**config.mk**
```make
export PLATFORM = sky130hd
export DESIGN_NAME = cpu_top
export DESIGN_NICKNAME = d
export VERILOG_FILES = /design/src/cpu_pkg.sv /design/src/alu.sv /design/src/control_unit.sv /design/src/cpu_top.sv /design/src/datapath.sv
export SDC_FILE = /design/constraint.sdc
export NUM_CORES = 1
export LEC_CHECK = 0
export BUFFER_PORTS_ARGS = -buffer_cell sky130_fd_sc_hd__buf_2
export CAP_MARGIN = 10
export CORE_UTILIZATION = 30
export CTS_BUF_LIST = sky130_fd_sc_hd__clkbuf_8 sky130_fd_sc_hd__clkbuf_16
export CTS_CLUSTER_DIAMETER = 150
export DETAILED_ROUTE_END_ITERATION = 16
export PLACE_DENSITY = 0.43
export SETUP_SLACK_MARGIN = 0.2
export SLEW_MARGIN = 20
export SYNTH_ARGS = -nofsm -noshare
export SYNTH_HDL_FRONTEND = slang
export SYNTH_HIERARCHICAL = 1
export SYNTH_SLANG_ARGS = --single-unit
```
**constraint.sdc**
```tcl
create_clock -name clk -period 8.9 [get_ports clk]
set_input_delay 1.78 -clock clk [delete_from_list [all_inputs] [get_ports clk]]
set_output_delay 1.78 -clock clk [all_outputs]
set_load 0.005 [all_outputs]
```
**src/cpu_pkg.sv**
```systemverilog
//================================================
// Shared widths, opcodes, bus selects and the control
// and flag structs of the 8-bit accumulator CPU
// Every design file pulls this in with a wildcard import
//================================================
`default_nettype none

package cpu_pkg;

    localparam int DATA_W = 8;                 // Width of A, B, IR and the memory data
    localparam int ADDR_W = 8;                 // Width of PC, MAR and the memory address

    typedef logic [DATA_W-1:0] word_t;
    typedef logic [ADDR_W-1:0] addr_t;

    // Instruction set as it sits in memory, one opcode byte per instruction
    typedef enum logic [7:0] {
        LDA_IMM = 8'h10,                       // A <= next byte
        LDA_DIR = 8'h11,                       // A <= mem[next byte]
        LDB_IMM = 8'h12,                       // B <= next byte
        LDB_DIR = 8'h13,                       // B <= mem[next byte]
        STA_DIR = 8'h14,                       // mem[next byte] <= A
        STB_DIR = 8'h15,                       // mem[next byte] <= B
        ADD_AB  = 8'h20,                       // A <= A + B
        SUB_AB  = 8'h21,                       // A <= A - B
        AND_AB  = 8'h22,                       // A <= A & B
        OR_AB   = 8'h23,                       // A <= A | B
        INCA    = 8'h24,
        INCB    = 8'h25,
        DECA    = 8'h26,
        DECB    = 8'h27
    } opcode_e;

    // ALU function select, the order matches the low bits of the ALU opcodes
    typedef enum logic [2:0] {
        ALU_ADD  = 3'd0,
        ALU_SUB  = 3'd1,
        ALU_AND  = 3'd2,
        ALU_OR   = 3'd3,
        ALU_INCA = 3'd4,
        ALU_INCB = 3'd5,
        ALU_DECA = 3'd6,
        ALU_DECB = 3'd7
    } alu_op_e;

    // Source of the to-memory bus, which also drives the write data
    typedef enum logic [1:0] {
        TO_PC = 2'b00,
        TO_A  = 2'b01,
        TO_B  = 2'b10
    } to_bus_e;

    // Source of the from-memory bus that feeds MAR, IR, A and B
    typedef enum logic [1:0] {
        FROM_ALU    = 2'b00,
        FROM_TO_BUS = 2'b01,
        FROM_MEM    = 2'b10
    } from_bus_e;

    // One control word per FSM state
    typedef struct packed {
        logic      ir_load;
        logic      ccr_load;
        logic      mar_load;
        logic      pc_inc;
        logic      a_load;
        logic      b_load;
        logic      write;                      // Memory write strobe
        alu_op_e   alu_sel;
        to_bus_e   to_bus_sel;
        from_bus_e from_bus_sel;
    } ctrl_t;

    // Condition codes in the usual NZVC order
    typedef struct packed {
        logic n;
        logic z;
        logic v;
        logic c;
    } flags_t;

endpackage

`default_nettype wire

```
**src/alu.sv**
```systemverilog
//================================================
// Combinational ALU: add, sub, and, or, inc and dec,
// with NZVC flags from a 9-bit sum
//================================================
`default_nettype none
`timescale 1ns/100ps

module alu import cpu_pkg::*; (
    input  wire alu_op_e op,
    input  wire word_t   a_val,
    input  wire word_t   b_val,
    output word_t        result,
    output flags_t       flags
);

    word_t           x;                        // Left operand of the adder
    word_t           y;                        // Right operand, B or the constant one
    logic            is_sub;
    logic            is_logic;
    logic [DATA_W:0] wide;                     // Top bit is carry or borrow
    logic            ovf;

    always_comb begin
        x        = a_val;
        y        = b_val;
        is_sub   = 1'b0;
        is_logic = 1'b0;
        case (op)
            ALU_SUB:         is_sub   = 1'b1;
            ALU_AND, ALU_OR: is_logic = 1'b1;
            ALU_INCA:        y        = word_t'(1);
            ALU_INCB: begin
                x = b_val;                     // INCB and DECB work on B alone
                y = word_t'(1);
            end
            ALU_DECA: begin
                y      = word_t'(1);
                is_sub = 1'b1;
            end
            ALU_DECB: begin
                x      = b_val;
                y      = word_t'(1);
                is_sub = 1'b1;
            end
            default: ;                         // ALU_ADD uses A and B as set above
        endcase
    end

    // Zero-extended subtraction sets bit DATA_W exactly when x < y unsigned
    assign wide = is_sub ? ({1'b0, x} - {1'b0, y}) : ({1'b0, x} + {1'b0, y});

    always_comb begin
        case (op)
            ALU_AND: result = a_val & b_val;
            ALU_OR:  result = a_val | b_val;
            default: result = wide[DATA_W-1:0];
        endcase
    end

    // Overflow when the sign of the result disagrees with what the operands allow
    assign ovf = (is_sub ? (x[DATA_W-1] ^ y[DATA_W-1]) : ~(x[DATA_W-1] ^ y[DATA_W-1]))
               & (result[DATA_W-1] ^ x[DATA_W-1]);

    assign flags.n = result[DATA_W-1];
    assign flags.z = (result == '0);
    assign flags.v = is_logic ? 1'b0 : ovf;    // Logic ops clear V and C
    assign flags.c = is_logic ? 1'b0 : wide[DATA_W];

endmodule

`default_nettype wire

```
**src/control_unit.sv**
```systemverilog
//================================================
// Multi-cycle Moore FSM of the CPU: fetch, decode and
// one execute sequence per opcode, each state a full control word
//================================================
`default_nettype none
`timescale 1ns/100ps

module control_unit import cpu_pkg::*; (
    input  wire         clk,
    input  wire         reset,
    input  wire word_t  ir,                    // Opcode latched during fetch
    output ctrl_t       ctrl
);

    typedef enum logic [5:0] {
        S_FETCH_0, S_FETCH_1, S_FETCH_2,
        S_DECODE,
        S_LDA_IMM_0, S_LDA_IMM_1, S_LDA_IMM_2,
        S_LDA_DIR_0, S_LDA_DIR_1, S_LDA_DIR_2, S_LDA_DIR_3,
        S_LDB_IMM_0, S_LDB_IMM_1, S_LDB_IMM_2,
        S_LDB_DIR_0, S_LDB_DIR_1, S_LDB_DIR_2, S_LDB_DIR_3,
        S_STA_DIR_0, S_STA_DIR_1, S_STA_DIR_2, S_STA_DIR_3,
        S_STB_DIR_0, S_STB_DIR_1, S_STB_DIR_2, S_STB_DIR_3,
        S_ADD_AB, S_SUB_AB, S_AND_AB, S_OR_AB,
        S_INCA, S_INCB, S_DECA, S_DECB
    } state_e;

    state_e state, next_state;

    always_ff @(posedge clk or negedge reset) begin
        if (!reset) state <= S_FETCH_0;
        else        state <= next_state;
    end

    always_comb begin
        case (state)
            S_FETCH_0:   next_state = S_FETCH_1;
            S_FETCH_1:   next_state = S_FETCH_2;
            S_FETCH_2:   next_state = S_DECODE;
            S_DECODE: begin
                case (ir)
                    LDA_IMM: next_state = S_LDA_IMM_0;
                    LDA_DIR: next_state = S_LDA_DIR_0;
                    LDB_IMM: next_state = S_LDB_IMM_0;
                    LDB_DIR: next_state = S_LDB_DIR_0;
                    STA_DIR: next_state = S_STA_DIR_0;
                    STB_DIR: next_state = S_STB_DIR_0;
                    ADD_AB:  next_state = S_ADD_AB;
                    SUB_AB:  next_state = S_SUB_AB;
                    AND_AB:  next_state = S_AND_AB;
                    OR_AB:   next_state = S_OR_AB;
                    INCA:    next_state = S_INCA;
                    INCB:    next_state = S_INCB;
                    DECA:    next_state = S_DECA;
                    DECB:    next_state = S_DECB;
                    default: next_state = S_FETCH_0;   // Unknown byte acts as a no-op
                endcase
            end
            S_LDA_IMM_0: next_state = S_LDA_IMM_1;
            S_LDA_IMM_1: next_state = S_LDA_IMM_2;
            S_LDA_DIR_0: next_state = S_LDA_DIR_1;
            S_LDA_DIR_1: next_state = S_LDA_DIR_2;
            S_LDA_DIR_2: next_state = S_LDA_DIR_3;
            S_LDB_IMM_0: next_state = S_LDB_IMM_1;
            S_LDB_IMM_1: next_state = S_LDB_IMM_2;
            S_LDB_DIR_0: next_state = S_LDB_DIR_1;
            S_LDB_DIR_1: next_state = S_LDB_DIR_2;
            S_LDB_DIR_2: next_state = S_LDB_DIR_3;
            S_STA_DIR_0: next_state = S_STA_DIR_1;
            S_STA_DIR_1: next_state = S_STA_DIR_2;
            S_STA_DIR_2: next_state = S_STA_DIR_3;
            S_STB_DIR_0: next_state = S_STB_DIR_1;
            S_STB_DIR_1: next_state = S_STB_DIR_2;
            S_STB_DIR_2: next_state = S_STB_DIR_3;
            default:     next_state = S_FETCH_0;       // Last state of every sequence
        endcase
    end

    // Moore outputs, everything defaults to idle with the PC on the to-memory bus
    always_comb begin
        ctrl              = '0;
        ctrl.to_bus_sel   = TO_PC;
        ctrl.from_bus_sel = FROM_ALU;

        case (state)
            S_SUB_AB: ctrl.alu_sel = ALU_SUB;
            S_AND_AB: ctrl.alu_sel = ALU_AND;
            S_OR_AB:  ctrl.alu_sel = ALU_OR;
            S_INCA:   ctrl.alu_sel = ALU_INCA;
            S_INCB:   ctrl.alu_sel = ALU_INCB;
            S_DECA:   ctrl.alu_sel = ALU_DECA;
            S_DECB:   ctrl.alu_sel = ALU_DECB;
            default:  ctrl.alu_sel = ALU_ADD;
        endcase

        case (state)
            // PC goes to MAR through both buses, memory answers next cycle
            S_FETCH_0, S_LDA_IMM_0, S_LDA_DIR_0, S_LDB_IMM_0, S_LDB_DIR_0,
            S_STA_DIR_0, S_STB_DIR_0: begin
                ctrl.mar_load     = 1'b1;
                ctrl.from_bus_sel = FROM_TO_BUS;
            end
            // Step past the byte that MAR now points at
            S_FETCH_1, S_LDA_IMM_1, S_LDA_DIR_1, S_LDB_IMM_1, S_LDB_DIR_1,
            S_STA_DIR_1, S_STB_DIR_1: ctrl.pc_inc = 1'b1;
            S_FETCH_2: begin
                ctrl.ir_load      = 1'b1;
                ctrl.from_bus_sel = FROM_MEM;
            end
            // Operand byte is an address, so it goes back into MAR
            S_LDA_DIR_2, S_LDB_DIR_2, S_STA_DIR_2, S_STB_DIR_2: begin
                ctrl.mar_load     = 1'b1;
                ctrl.from_bus_sel = FROM_MEM;
            end
            S_LDA_IMM_2, S_LDA_DIR_3: begin
                ctrl.a_load       = 1'b1;
                ctrl.from_bus_sel = FROM_MEM;
            end
            S_LDB_IMM_2, S_LDB_DIR_3: begin
                ctrl.b_load       = 1'b1;
                ctrl.from_bus_sel = FROM_MEM;
            end
            S_STA_DIR_3: begin
                ctrl.write        = 1'b1;              // Only write cycle of the store
                ctrl.to_bus_sel   = TO_A;
            end
            S_STB_DIR_3: begin
                ctrl.write        = 1'b1;
                ctrl.to_bus_sel   = TO_B;
            end
            // Result lands in A and the flags in the CCR, the PC stays put
            S_ADD_AB, S_SUB_AB, S_AND_AB, S_OR_AB, S_INCA, S_DECA: begin
                ctrl.a_load       = 1'b1;
                ctrl.ccr_load     = 1'b1;
            end
            S_INCB, S_DECB: begin
                ctrl.b_load       = 1'b1;
                ctrl.ccr_load     = 1'b1;
            end
            default: ;                                 // Decode only looks at IR
        endcase
    end

endmodule

`default_nettype wire

```
**src/cpu_top.sv**
```systemverilog
//================================================
// Top level of the accumulator CPU, control unit plus datapath
// Memory lives outside and reads combinationally from mem_addr
//================================================
`default_nettype none
`timescale 1ns/100ps

module cpu_top import cpu_pkg::*; (
    input  wire         clk,
    input  wire         reset,
    input  wire word_t  mem_rdata,
    output addr_t       mem_addr,              // Driven straight from MAR
    output word_t       mem_wdata,
    output logic        mem_write,             // Written at the clock edge while high
    output flags_t      ccr
);

    ctrl_t ctrl;                               // Control word of the current FSM state
    word_t ir;

    control_unit control_unit_i (
        .clk   (clk),
        .reset (reset),
        .ir    (ir),
        .ctrl  (ctrl)
    );

    datapath datapath_i (
        .clk       (clk),
        .reset     (reset),
        .ctrl      (ctrl),
        .mem_rdata (mem_rdata),
        .ir        (ir),
        .mem_addr  (mem_addr),
        .mem_wdata (mem_wdata),
        .ccr       (ccr)
    );

    assign mem_write = ctrl.write;

endmodule

`default_nettype wire

```
**src/datapath.sv**
```systemverilog
//================================================
// Register datapath: PC, MAR, IR, A, B and CCR around
// the to-memory and from-memory buses, steered by the control word
//================================================
`default_nettype none
`timescale 1ns/100ps

module datapath import cpu_pkg::*; (
    input  wire         clk,
    input  wire         reset,
    input  wire ctrl_t  ctrl,
    input  wire word_t  mem_rdata,             // Combinational read of mem[mem_addr]
    output word_t       ir,
    output addr_t       mem_addr,
    output word_t       mem_wdata,
    output flags_t      ccr
);

    addr_t  pc;
    addr_t  mar;
    word_t  a_reg;
    word_t  b_reg;
    word_t  to_bus;                            // PC, A or B toward memory
    word_t  from_bus;                          // ALU, to-memory bus or memory toward the registers
    word_t  alu_result;
    flags_t alu_flags;

    // Data and address are both 8 bits, so the PC drops onto the data bus as is
    always_comb begin
        case (ctrl.to_bus_sel)
            TO_A:    to_bus = a_reg;
            TO_B:    to_bus = b_reg;
            default: to_bus = pc;
        endcase
    end

    always_comb begin
        case (ctrl.from_bus_sel)
            FROM_TO_BUS: from_bus = to_bus;
            FROM_MEM:    from_bus = mem_rdata;
            default:     from_bus = alu_result;
        endcase
    end

    always_ff @(posedge clk or negedge reset) begin
        if (!reset) begin
            pc <= '0;                          // Programs start at address 0
        end else if (ctrl.pc_inc) begin
            pc <= pc + addr_t'(1);
        end
    end

    always_ff @(posedge clk or negedge reset) begin
        if (!reset) begin
            mar <= '0;
            ir  <= '0;
        end else begin
            if (ctrl.mar_load) mar <= addr_t'(from_bus);   // Either the PC or a direct address
            if (ctrl.ir_load)  ir  <= from_bus;
        end
    end

    // Accumulators take memory bytes on loads and ALU results on arithmetic
    always_ff @(posedge clk or negedge reset) begin
        if (!reset) begin
            a_reg <= '0;
            b_reg <= '0;
        end else begin
            if (ctrl.a_load) a_reg <= from_bus;
            if (ctrl.b_load) b_reg <= from_bus;
        end
    end

    always_ff @(posedge clk or negedge reset) begin
        if (!reset)             ccr <= '0;
        else if (ctrl.ccr_load) ccr <= alu_flags;  // Only ALU states touch the flags
    end

    alu alu_i (
        .op     (ctrl.alu_sel),
        .a_val  (a_reg),
        .b_val  (b_reg),
        .result (alu_result),
        .flags  (alu_flags)
    );

    assign mem_addr  = mar;
    assign mem_wdata = to_bus;                 // Memory only samples this while write is high

endmodule

`default_nettype wire

```
* Word-level counts from Yosys, hierarchy flattened *
Memories as Yosys holds them, arrays and structs flattened.
Cells that the tools add are included.
Widths: inputs -> output; s select.

word-level totals
  ROM bits = 384
  flip-flop bits (word level) = 50
  memories kept = 1
  output and inout port bits = 21
  input bits = 10

operators by class
  multiplexer cells = 23
  bitwise operators = 6
  reductions and logical operators = 15
  equal/unequal tests = 44
  add/subtract/negate cells = 3

memories
  name             words  width  read ports  clocked after memory_dff  write ports  RTL line            source
  (no name shown)  64     6      1           0                         0            control_unit.sv:41  case (ir)

operators with widths
  operator             count
  $pmux 6 s20          1
  $eq 6x5->1 const B   16
  $eq 6x4->1 const B   8
  $pmux 8 s2           3
  $eq 6x3->1 const B   4
  $pmux 3 s7           1
  $mux 8               2
  $reduce_or 8->1      2
  $reduce_or 7->1      2
  $eq 3x3->1 const B   4
  $eq 6x2->1 const B   2
  $eq 6x6->1 const B   2
  $mux 1               12
  $reduce_or 11->1     1
  $add 8x8->9          1
  $mux 9               1
  $reduce_or 9->1      1
  $sub 8x8->9          1
  $add 8x1->8 const B  1
  $and 8x8->8          1
  $logic_not 8->1      1
  $or 8x8->8           1
  $pmux 2 s2           2
  $reduce_or 4->1      2
  other kinds (13)     19

* Depth between registers and ports, before layout *
Gate-level depths: netlist of the first run.

  depth in word-level cells = 11
  gate-level depth with buffers = 22
  gate-level depth less buffers = 19

* Modules after synthesis *
The synthesis of the first run kept the hierarchy.

by module, submodules not included
  module        area each (sq um)  instances  cells each
  datapath      2351.0             1          228
  alu           1012.2             1          143
  control_unit  942.2              1          130

* Worst setup path before layout of the first run *
No wires, ideal clock.

  kind = register to register
  start = reg control_unit_i.state[4]
  end = reg, netlist name datapath_i/ccr[2]
  library setup time = 0.065 ns
  slack = 4.475 ns
  arrival = 4.360 ns
  cell stages (with the launch flop) = 20
  required time = 8.835 ns
  clock period less this slack = 4.425 ns
  cells stage by stage = dfrtp_1 buf_2 buf_1 nand4_1 o21ai_0 buf_6 or2_4 inv_1 ha_1 nand2_1 a21oi_1 a31o_2 fa_1 nor2b_1 o31a_1 a211oi_2 a21o_1 or4_1 nor4_2 mux2_2

RTL lines
  item                      RTL line            source
  start: declaration        control_unit.sv:28  state_e state, next_state;
  start signal: assignment  control_unit.sv:32  else state <= next_state;

==> run summary, run 1 <==
==========================================================================
Achievable clock frequency                                         185 MHz
Xor/xnor share of the synthesized area                               3.05%
Row count                                                               43
Synth area leader                                                  dfrtp_1
Number of global-route vias before repair                             3557
Number of flops mapped to enable cells by yosys                          0
Final TNS setup                                                       0 ns
Instance area after placement                                  0.00455 mm2
Worst-Skew Late Latency                                            0.30 ns
Critical-path cell with the highest stage delay                    dfrtp_1
Drc violations                                                           0
Wire length reported by the detailed router                        12.2 mm
Setup Buffers After CTS                                                  0
Net count after synthesis                                              533
Antenna viol nets, final                                                 0
Via total after detailed routing                                      3662
Adder and majority gate portion of the synthesized area              8.20%
Worst path cell trace                                         o21ai_0 -> o21ai_0 -> and2_1 -> nand2_1 -> o21ai_0 -> nor2_1 -> xnor2_1 -> ha_1 -> nor2b_1 -> o31a_1 -> o21ai_0 -> a21boi_0 -> o31ai_1 -> nand2b_1 -> nand2_1 -> o22ai_1
Root Driver                                                      clkbuf_16
Final-report max-slew violation count                                    0
Yosys top cell area share                                            29.1%
Clock-pin slew on the worst setup and hold paths                   0.07 ns
Ratio of cells with drive above 1 in the final layout                17.1%
Largest net degree at the start of global routing                       38
Total global routing track utilization                               17.3%
Cell variety after synth                                                64
Routed wl met2                                                     5.82 mm
Final #Nets                                                            545
Part of the Yosys area used for sequential elements                  29.1%
Aggregate global routing overflow                                        0
Endpoints failing hold                                                   0
Delay-heaviest family, CP                                     compound AO/OA/AOI/OAI gates
Combined area of all synthesized cells                         0.00431 mm2
Simple-gate portion of the synthesized area                          19.0%
Die ar.                                                         0.0148 mm2
Die outline height                                                  122 um
First drt pass iteration count                                           5
Pre-CTS worst setup slack                                          3.54 ns
Clock Skews                                                     0.00876 ns
Most area-consuming cells after synthesis                     dfrtp_1 (29%), ha_1 (6.1%), nand2_1 (5.2%), o22ai_1 (5.2%), mux2_2 (5.0%)
Crit path capture type                                                flop
Initial core utilization                                             30.9%
Clock tree from TritonCTS                                              yes
Final worst-path cycle share                                         60.6%
Worst slew slack as a fraction of its limit                          33.0%
Quantity of I/O buffers inserted on ports                               30
Slew at the pin closest to its max-slew limit                      1.00 ns
Primary flip-flop cell chosen by synthesis mapping                 dfrtp_1
Post-CTS resize count                                                    0
Routed metal-1 wire length                                         5.83 mm
RSZ-0062 raised after global routing                                    no
Highest metal layer with signal wires                                 met4
Diode count                                                              0
DR iter-0 viols                                                        191
Most frequent CP cell                                              o21ai_0
Run status                                                       completed
Worst min-delay path category                                 flop to flop
Synthesized area divided by synthesized cell count                8.59 um2
Initial antenna violation count                                          0
Multiplexer share of the synthesized area                            6.25%
Number of warning messages in the yosys log                              6
Number of buffers added by the clock tree synthesis step                 5
Fin util                                                             33.8%
Top Ports                                                               31
Final setup margin                                                 3.51 ns
Number of buffers inserted by hold repair at cts                         0
Compound-cell area share of the yosys netlist                        26.2%
Global placement routability congestion                              0.789
Number of sinks handled by clock tree synthesis                         50
Critical Path Start Type                                              flop
Global-route wire length before repair                             19.4 mm
Die boundary width                                                  122 um
Shortest clock period the worst path allows after layout           5.39 ns
Data required time of the critical path                            9.11 ns
Drt wl/cell                                                        17.6 um
Number of synthesized register bits                                     50
Max-cap violation count                                                  0
Routed length on met3                                               480 um
Async set-or-reset flop fraction in the synthesized netlist           100%
Layout overhead on the synthesized area                              9.30%
Final standard cell area without fillers                       0.00471 mm2
Via/cell ratio                                                        5.28
Worst path max stage delay                                         0.80 ns
Number of buffers on the longest clock path                              2
Buffers & Inverters on Critical Path                                     0
Final setup violation count                                              0
Largest fanout on the critical path                                     24
Largest family of logic cells by synthesized area             compound AO/OA/AOI/OAI gates
Core Area                                                       0.0139 mm2
Arrival time at the worst endpoint                                 5.61 ns
Deepest level of the CTS H-tree                                          2
Half-perimeter wire length after detailed placement                9.43 mm
Category of the most critical setup path                      flop to flop
Cell count after synthesis                                             501
==========================================================================
==> cell usage after synthesis, drive strengths merged, types with 3 or more instances <==
cell,instances
nor2,34
dfrtp,50
nor3,7
clkbuf,16
o22ai,38
xor2,8
mux2,20
a211oi,3
maj3,7
nand3,7
a221oi,8
o21a,7
nand2b,20
nor4,4
mux2i,4
nand2,61
ha,21
a21o,12
or4,4
xnor2,7
a22o,9
buf,14
a21oi,20
o31ai,5
o21ai,20
o211ai,3
nor2b,10
inv,50
nand4,3
==> cells by family after synthesis <==
kind of cell | count (synthesis)
AO/OA/AOI/OAI | 144
XOR/XNOR | 15
adder cells (fa/ha/maj) | 29
buffers and inverters | 80
multiplexers | 24
flip-flops | 50
AND/OR/NAND/NOR | 159
==> worst paths after layout <==
kind,from,endpoint,slack (ns),cells after the start
worst min register to register,datapath_i/ccr[1],datapath_i/ccr[1],0.52,1
worst min-delay path,datapath_i/ccr[1],datapath_i/ccr[1],0.52,1
max in group asynchronous,reset,datapath_i/a_reg[4],6.69,2
min in group asynchronous,reset,datapath_i/pc[0],1.38,1
worst max register to register,control_unit_i/state[3],datapath_i/ir[6],3.51,16
worst max-delay path,control_unit_i/state[3],datapath_i/ir[6],3.51,16
==> area by class of cell <==
| cell class | instances | area (um2) |
|---|---|---|
| multi-input combinational | 371 | 2700 |
| fill | 1460 | 9230 |
| sequential | 50 | 1250 |
| tap | 180 | 225 |
| inverter | 50 | 188 |
| clock buffer | 5 | 125 |
| clock inverter | 3 | 28.8 |
| timing repair buffer | 35 | 188 |
==> worst register-to-register path, delay by kind of cell (launching register included) <==
family	cells	cell delay [ns]
AO/OA/AOI/OAI	8	2.70
AND/OR/NAND/NOR	6	1.33
flip-flops	1	0.80
adder cells (fa/ha/maj)	1	0.33
XOR/XNOR	1	0.15
==> layout by cell type (no fill, tap or decap), types with 10 or more instances in the layout <==
| master | instances |
|---|---|
| nor2b_1 | 10 |
| a21o_1 | 12 |
| nand2b_1 | 19 |
| o22ai_1 | 36 |
| nor2_1 | 32 |
| buf_2 | 30 |
| o21ai_0 | 18 |
| mux2_2 | 19 |
| ha_1 | 21 |
| dfrtp_1 | 50 |
| nand2_1 | 60 |
| a21oi_1 | 20 |
| inv_1 | 48 |
==> per-layer routing <==
layer / vias to the layer above / global-route usage [%]
met5: - / 0
li1: 1808 / -
met4: 0 / 3.94
met2: 77 / 29.2
met1: 1769 / 23.0
met3: 8 / 2.48
==> through the flow <==
step           std cells  hold slack, ns
2_1_floorplan        501           0.498
3_3_place_gp         686           0.496
3_5_place_dp         686           0.502
4_1_cts              694           0.520
5_1_grt              694           0.547
6_report             694           0.521
Power of run 1 is left out: the tool's default activity adds up to more than one toggle a clock period on the data nets, which glitch-free logic cannot reach.
==> inputs of run 2 (changes only) <==
- ABC_AREA: default -> 1
- clock period: 8.9 -> 5.16 ns (I/O delays scaled with it)
==> run summary, run 2 <==
==========================================================================
Combined area of all synthesized cells                         0.00421 mm2
Quantity of I/O buffers inserted on ports                               30
Half-perimeter wire length after detailed placement                9.95 mm
Global-route wire length before repair                             21.0 mm
Part of the Yosys area used for sequential elements                  29.7%
Primary flip-flop cell chosen by synthesis mapping                 dfrtp_1
Via/cell ratio                                                        4.84
Drt wl/cell                                                        15.0 um
Die outline height                                                  121 um
Simple-gate portion of the synthesized area                          42.9%
Drc violations                                                           0
Setup Buffers After CTS                                                  0
Initial core utilization                                             31.3%
Category of the most critical setup path                      flop to flop
Arrival time at the worst endpoint                                 4.28 ns
Worst min-delay path category                                 flop to flop
Largest net degree at the start of global routing                       51
Max-cap violation count                                                  0
Wire length reported by the detailed router                        12.7 mm
Depth of the worst register-to-register path                            25
Top cell types by occurrence after synthesis                  nand2_1 (215), nand3_1 (110), inv_1 (88)
Worst-Skew Late Latency                                            0.30 ns
Number of buffers on the longest clock path                              2
Cell count after synthesis                                             651
Root Driver                                                      clkbuf_16
Run status                                                       completed
Number of buffers added by the clock tree synthesis step                 5
Number of synthesized register bits                                     50
Achievable clock frequency                                         245 MHz
Xor/xnor share of the synthesized area                               2.49%
Async set-or-reset flop fraction in the synthesized netlist           100%
Row count                                                               42
Cell variety after synth                                                40
Largest family of logic cells by synthesized area             simple AND/OR/NAND/NOR gates
Most common cell after layout, fill and taps aside                 nand2_1
Reg area                                                       0.00125 mm2
Endpoints failing hold                                                   0
Adder and majority gate portion of the synthesized area              7.22%
Number of global-route vias before repair                             4072
Number of warning messages in the yosys log                              6
Compound-cell area share of the yosys netlist                        5.32%
Shortest clock period the worst path allows after layout           4.09 ns
Aggregate global routing overflow                                        0
Area occupied by multi-input gates                             0.00249 mm2
Number of sinks handled by clock tree synthesis                         50
Clock-pin slew on the worst setup and hold paths                   0.07 ns
Multiplexer share of the synthesized area                            1.31%
Final-report max-slew violation count                                    0
Critical Path Start Type                                              flop
Number of flops mapped to enable cells by yosys                          0
Synth area leader                                                  dfrtp_1
Antenna viol nets, final                                                 0
Number of buffers inserted by hold repair at cts                         0
Post-CTS resize count                                                    0
Crit path capture type                                                flop
Core Area                                                       0.0135 mm2
Die boundary width                                                  121 um
Worst hold path stage count                                              2
Initial antenna violation count                                          0
Via total after detailed routing                                      4106
Global placement routability congestion                              0.870
Clock tree from TritonCTS                                              yes
Cell with the most instances after synthesis                       nand2_1
Largest fanout on the critical path                                     12
Deepest level of the CTS H-tree                                          2
Data required time of the critical path                            5.35 ns
Most frequent cells in the layout                             nand2_1 (215), nand3_1 (110), inv_1 (88)
Slew at the pin closest to its max-slew limit                     0.717 ns
Yosys top cell area share                                            29.7%
Top Ports                                                               31
Ratio of cells with drive above 1 in the final layout                9.97%
Final setup violation count                                              0
Final #Nets                                                            703
Diode count                                                              0
Final TNS setup                                                       0 ns
Smallest hold slack                                               0.477 ns
Total global routing track utilization                               18.6%
Fill cell total of the finished layout                                1536
Synthesized area divided by synthesized cell count                6.47 um2
Final worst-path cycle share                                         79.2%
Worst slew slack as a fraction of its limit                          52.0%
RSZ-0062 raised after global routing                                    no
Layout overhead on the synthesized area                              10.4%
First drt pass iteration count                                           7
Die ar.                                                         0.0145 mm2
Clock Skews                                                     0.00472 ns
Most area-consuming cells after synthesis                     dfrtp_1 (30%), nand2_1 (19%), nand3_1 (13%), inv_1 (7.8%), ha_1 (6.2%)
DR iter-0 viols                                                        280
Net count after synthesis                                              683
==========================================================================
[run 2: metrics by stage]
step | util (%) | instance area [um2] | worst slack [ns] | cells
after global placement | 33.3 | 4480 | 1.13 | 840
after CTS | 34.6 | 4650 | 1.04 | 848
final | 34.6 | 4650 | 1.07 | 848
after detailed placement | 33.3 | 4480 | 1.05 | 840
after floorplan | - | 4210 | 1.86 | 651
after global routing | 34.6 | 4650 | 0.537 | 848
[run 2: logic make-up (layout without fill, tap and decap cells)]
logic type / count (synthesis) / after routing
mux: 5 / 5
xor+xnor: 12 / 12
fa+ha+maj: 24 / 24
flops: 50 / 50
compound gates: 40 / 40
simple gates: 408 / 408
buf+inv: 112 / 133
[run 2: layout make-up]
type | instances | area share [%]
Multi-Input combinational cell | 489 | 53.7
Sequential cell | 50 | 26.9
Inverter | 94 | 7.59
Tap cell | 176 | 4.74
Timing Repair Buffer | 31 | 3.39
Clock buffer | 5 | 2.69
Clock inverter | 3 | 1.02
[run 2: critical path: stages, from the launching register on]
cell and delay (ns):
dfrtp_1 0.37, inv_1 0.08, nor2_1 0.50, nand2_1 0.11
nand2_1 0.11, inv_1 0.07, nand3_1 0.32, inv_1 0.19
nor2_4 0.13, nand2_1 0.07, o21ai_2 0.12, inv_2 0.10
o31ai_1 0.09, xnor2_1 0.17, inv_1 0.06, ha_1 0.32
nand2_1 0.09, nand2_1 0.07, a21oi_1 0.17, nand3_1 0.09
nand3_1 0.19, nand2_1 0.11, inv_1 0.10, nand2_1 0.12
nand3_1 0.14, nand2_1 0.08
[run 2: worst paths after layout]
check	startpoint	end	slack, ns
worst max-delay path	control_unit_i/state[4]	datapath_i/a_reg[7]	1.07
worst min-delay path	datapath_i/mem_addr[0]	datapath_i/mem_addr[0]	0.48
worst max register to register	control_unit_i/state[4]	datapath_i/a_reg[7]	1.07
worst min register to register	datapath_i/mem_addr[0]	datapath_i/mem_addr[0]	0.48
max in group asynchronous	reset	datapath_i/a_reg[0]	3.85
min in group asynchronous	reset	datapath_i/ccr[3]	0.84
[run 2: metal layers]
layer / GRT usage (%) / share of wire, % / vias up
li1: - / - / 2106
met4: 5.09 / 1.4 / 0
met2: 30.1 / 45 / 115
met1: 25.4 / 49 / 1876
met3: 3.21 / 4.3 / 9
met5: 0 / 0 / -
Power of run 2 is left out for the same reason.
==> inputs of run 3 (changes only) <==
- PLACE_DENSITY: 0.43 -> 0.45
- clock period: 5.16 -> 3.5 ns (I/O delays scaled with it)
==> run summary, run 3 (synthesis results as in run 2) <==
=======================================================================
Run status                                                    completed
Quantity of I/O buffers inserted on ports                            30
Endpoint of the most critical register-to-register path    datapath_i/ccr[1]
RSZ-0062 raised after global routing                                yes
Final-report max-slew violation count                                 0
First drt pass iteration count                                        5
Worst-Skew Late Latency                                         0.30 ns
Data required time of the critical path                         3.69 ns
Final worst-path cycle share                                      93.7%
Initial antenna violation count                                       0
Half-perimeter wire length after detailed placement             9.93 mm
Aggregate global routing overflow                                     0
Worst R2R Setup Slack                                           0.22 ns
Top Ports                                                            31
Fill cell total of the finished layout                             1489
Critical Path Start Type                                           flop
Crit path capture type                                             flop
Depth of the worst register-to-register path                         27
Core Area                                                    0.0135 mm2
Worst min-delay path category                              input port to asynchronous set/reset pin
Deepest level of the CTS H-tree                                       2
Total global routing track utilization                            18.4%
Layout overhead on the synthesized area                           29.2%
Final setup violation count                                           0
Row count                                                            42
Global placement routability congestion                           0.818
Area occupied by multi-input gates                          0.00295 mm2
Largest fanout on the critical path                                   4
Die outline height                                               121 um
Slew at the pin closest to its max-slew limit                  0.831 ns
Diode count                                                           0
Category of the most critical setup path                   flop to flop
Global-route wire length before repair                          20.9 mm
Reg area                                                    0.00126 mm2
Root Driver                                                   clkbuf_16
Number of sinks handled by clock tree synthesis                      50
Final setup margin                                             0.220 ns
Clock-pin slew on the worst setup and hold paths                0.07 ns
Number of buffers added by the clock tree synthesis step              5
Die ar.                                                      0.0145 mm2
Number of global-route vias before repair                          4051
Drt wl/cell                                                     14.5 um
Clock tree from TritonCTS                                           yes
Antenna viol nets, final                                              0
Fin util                                                          40.5%
Achievable clock frequency                                      305 MHz
Clock Skews                                                  0.00685 ns
Most frequent cells in the layout                          nand2_1 (192), nand3_1 (79), inv_1 (73)
Drc violations                                                        0
Pre-CTS worst setup slack                                     -0.162 ns
Via/cell ratio                                                     4.73
Critical Path Source                                       control_unit_i/state[3]
Die boundary width                                               121 um
Most common cell after layout, fill and taps aside              nand2_1
Number of buffers on the longest clock path                           2
Via total after detailed routing                                   4232
Max-cap violation count                                               0
Wire length reported by the detailed router                     12.9 mm
Worst slew slack as a fraction of its limit                       44.6%
Initial core utilization                                          31.3%
Largest net degree at the start of global routing                    30
Final #Nets                                                         749
Arrival time at the worst endpoint                              3.47 ns
Endpoints failing hold                                                0
DR iter-0 viols                                                     268
Ratio of cells with drive above 1 in the final layout             29.7%
Source of the worst register-to-register timing path       control_unit_i/state[3]
Shortest clock period the worst path allows after layout        3.28 ns
=======================================================================
## run 3: through the flow
| step | area, um2 | instances | setup TNS [ns] | hold slack (ns) |
|---|---|---|---|---|
| 5_1_grt | 5440 | 894 | -0.0141 | 0.427 |
| 6_report | 5440 | 894 | 0 | 0.381 |
| 4_1_cts | 5100 | 890 | 0 | 0.407 |
| 2_1_floorplan | 4210 | 651 | 0 | 0.404 |
| 3_3_place_gp | 4750 | 876 | -0.432 | 0.455 |
| 3_5_place_dp | 4750 | 876 | -0.842 | 0.459 |
## run 3: timing repair
action | 4_1_cts | 5_1_grt
endpoints found under the setup margin | 33 | 40
resized for setup | 40 | 88
buffers inserted | 6 | 4
pin swaps | 10 | 49
gates cloned | 0 | 0
hold buffers | 0 | 0
## run 3: layer usage
metal  part of all wire, %  GRT usage (%)  up-vias
met5                     0              0        -
met4                   1.2           4.32        0
met3                   2.8           2.74        9
met2                    46           29.0       75
met1                    50           26.2     1952
li1                      -              -     2196
## run 3: how the worst max path moves through the flow
stage                                         to  slack, ns  depth (start not counted)
after floorplan                datapath_i/ccr[1]       0.20                         25
after global placement    datapath_i/mem_addr[7]      -0.11                         25
after detailed placement     datapath_i/b_reg[7]      -0.16                         25
after CTS                 datapath_i/mem_addr[7]       0.21                         22
after global routing           datapath_i/ccr[1]      -0.01                         27
final                          datapath_i/ccr[1]       0.22                         27
## run 3: critical path, stage by stage, from the launching register on
cell and delay (ns):
dfrtp_2 0.45, inv_2 0.10, nand2_4 0.07, nor2_4 0.09, nand3_2 0.08, nand2_2 0.08
inv_2 0.05, nand2_4 0.10, nor2_4 0.04, inv_1 0.05, ha_2 0.19, inv_2 0.04
nor2_1 0.08, nand3_1 0.12, nand2_1 0.10, xor2_1 0.15, inv_1 0.09, ha_4 0.29
nand2_4 0.06, nor2_4 0.11, nand3_2 0.10, nand2_2 0.09, nand2_2 0.06, nand3_4 0.11
nand3_2 0.09, nand2_1 0.08, nor2_1 0.04, mux2_4 0.25
## run 3: final cells by class
cell class,instances,share of cell area (%)
Sequential cell,50,23.1
Clock inverter,3,0.414
Tap cell,176,4.05
Multi-Input combinational cell,489,54.2
Inverter,94,6.57
Timing Repair Buffer,77,9.38
Clock buffer,5,2.30
Power of run 3 is left out for the same reason.
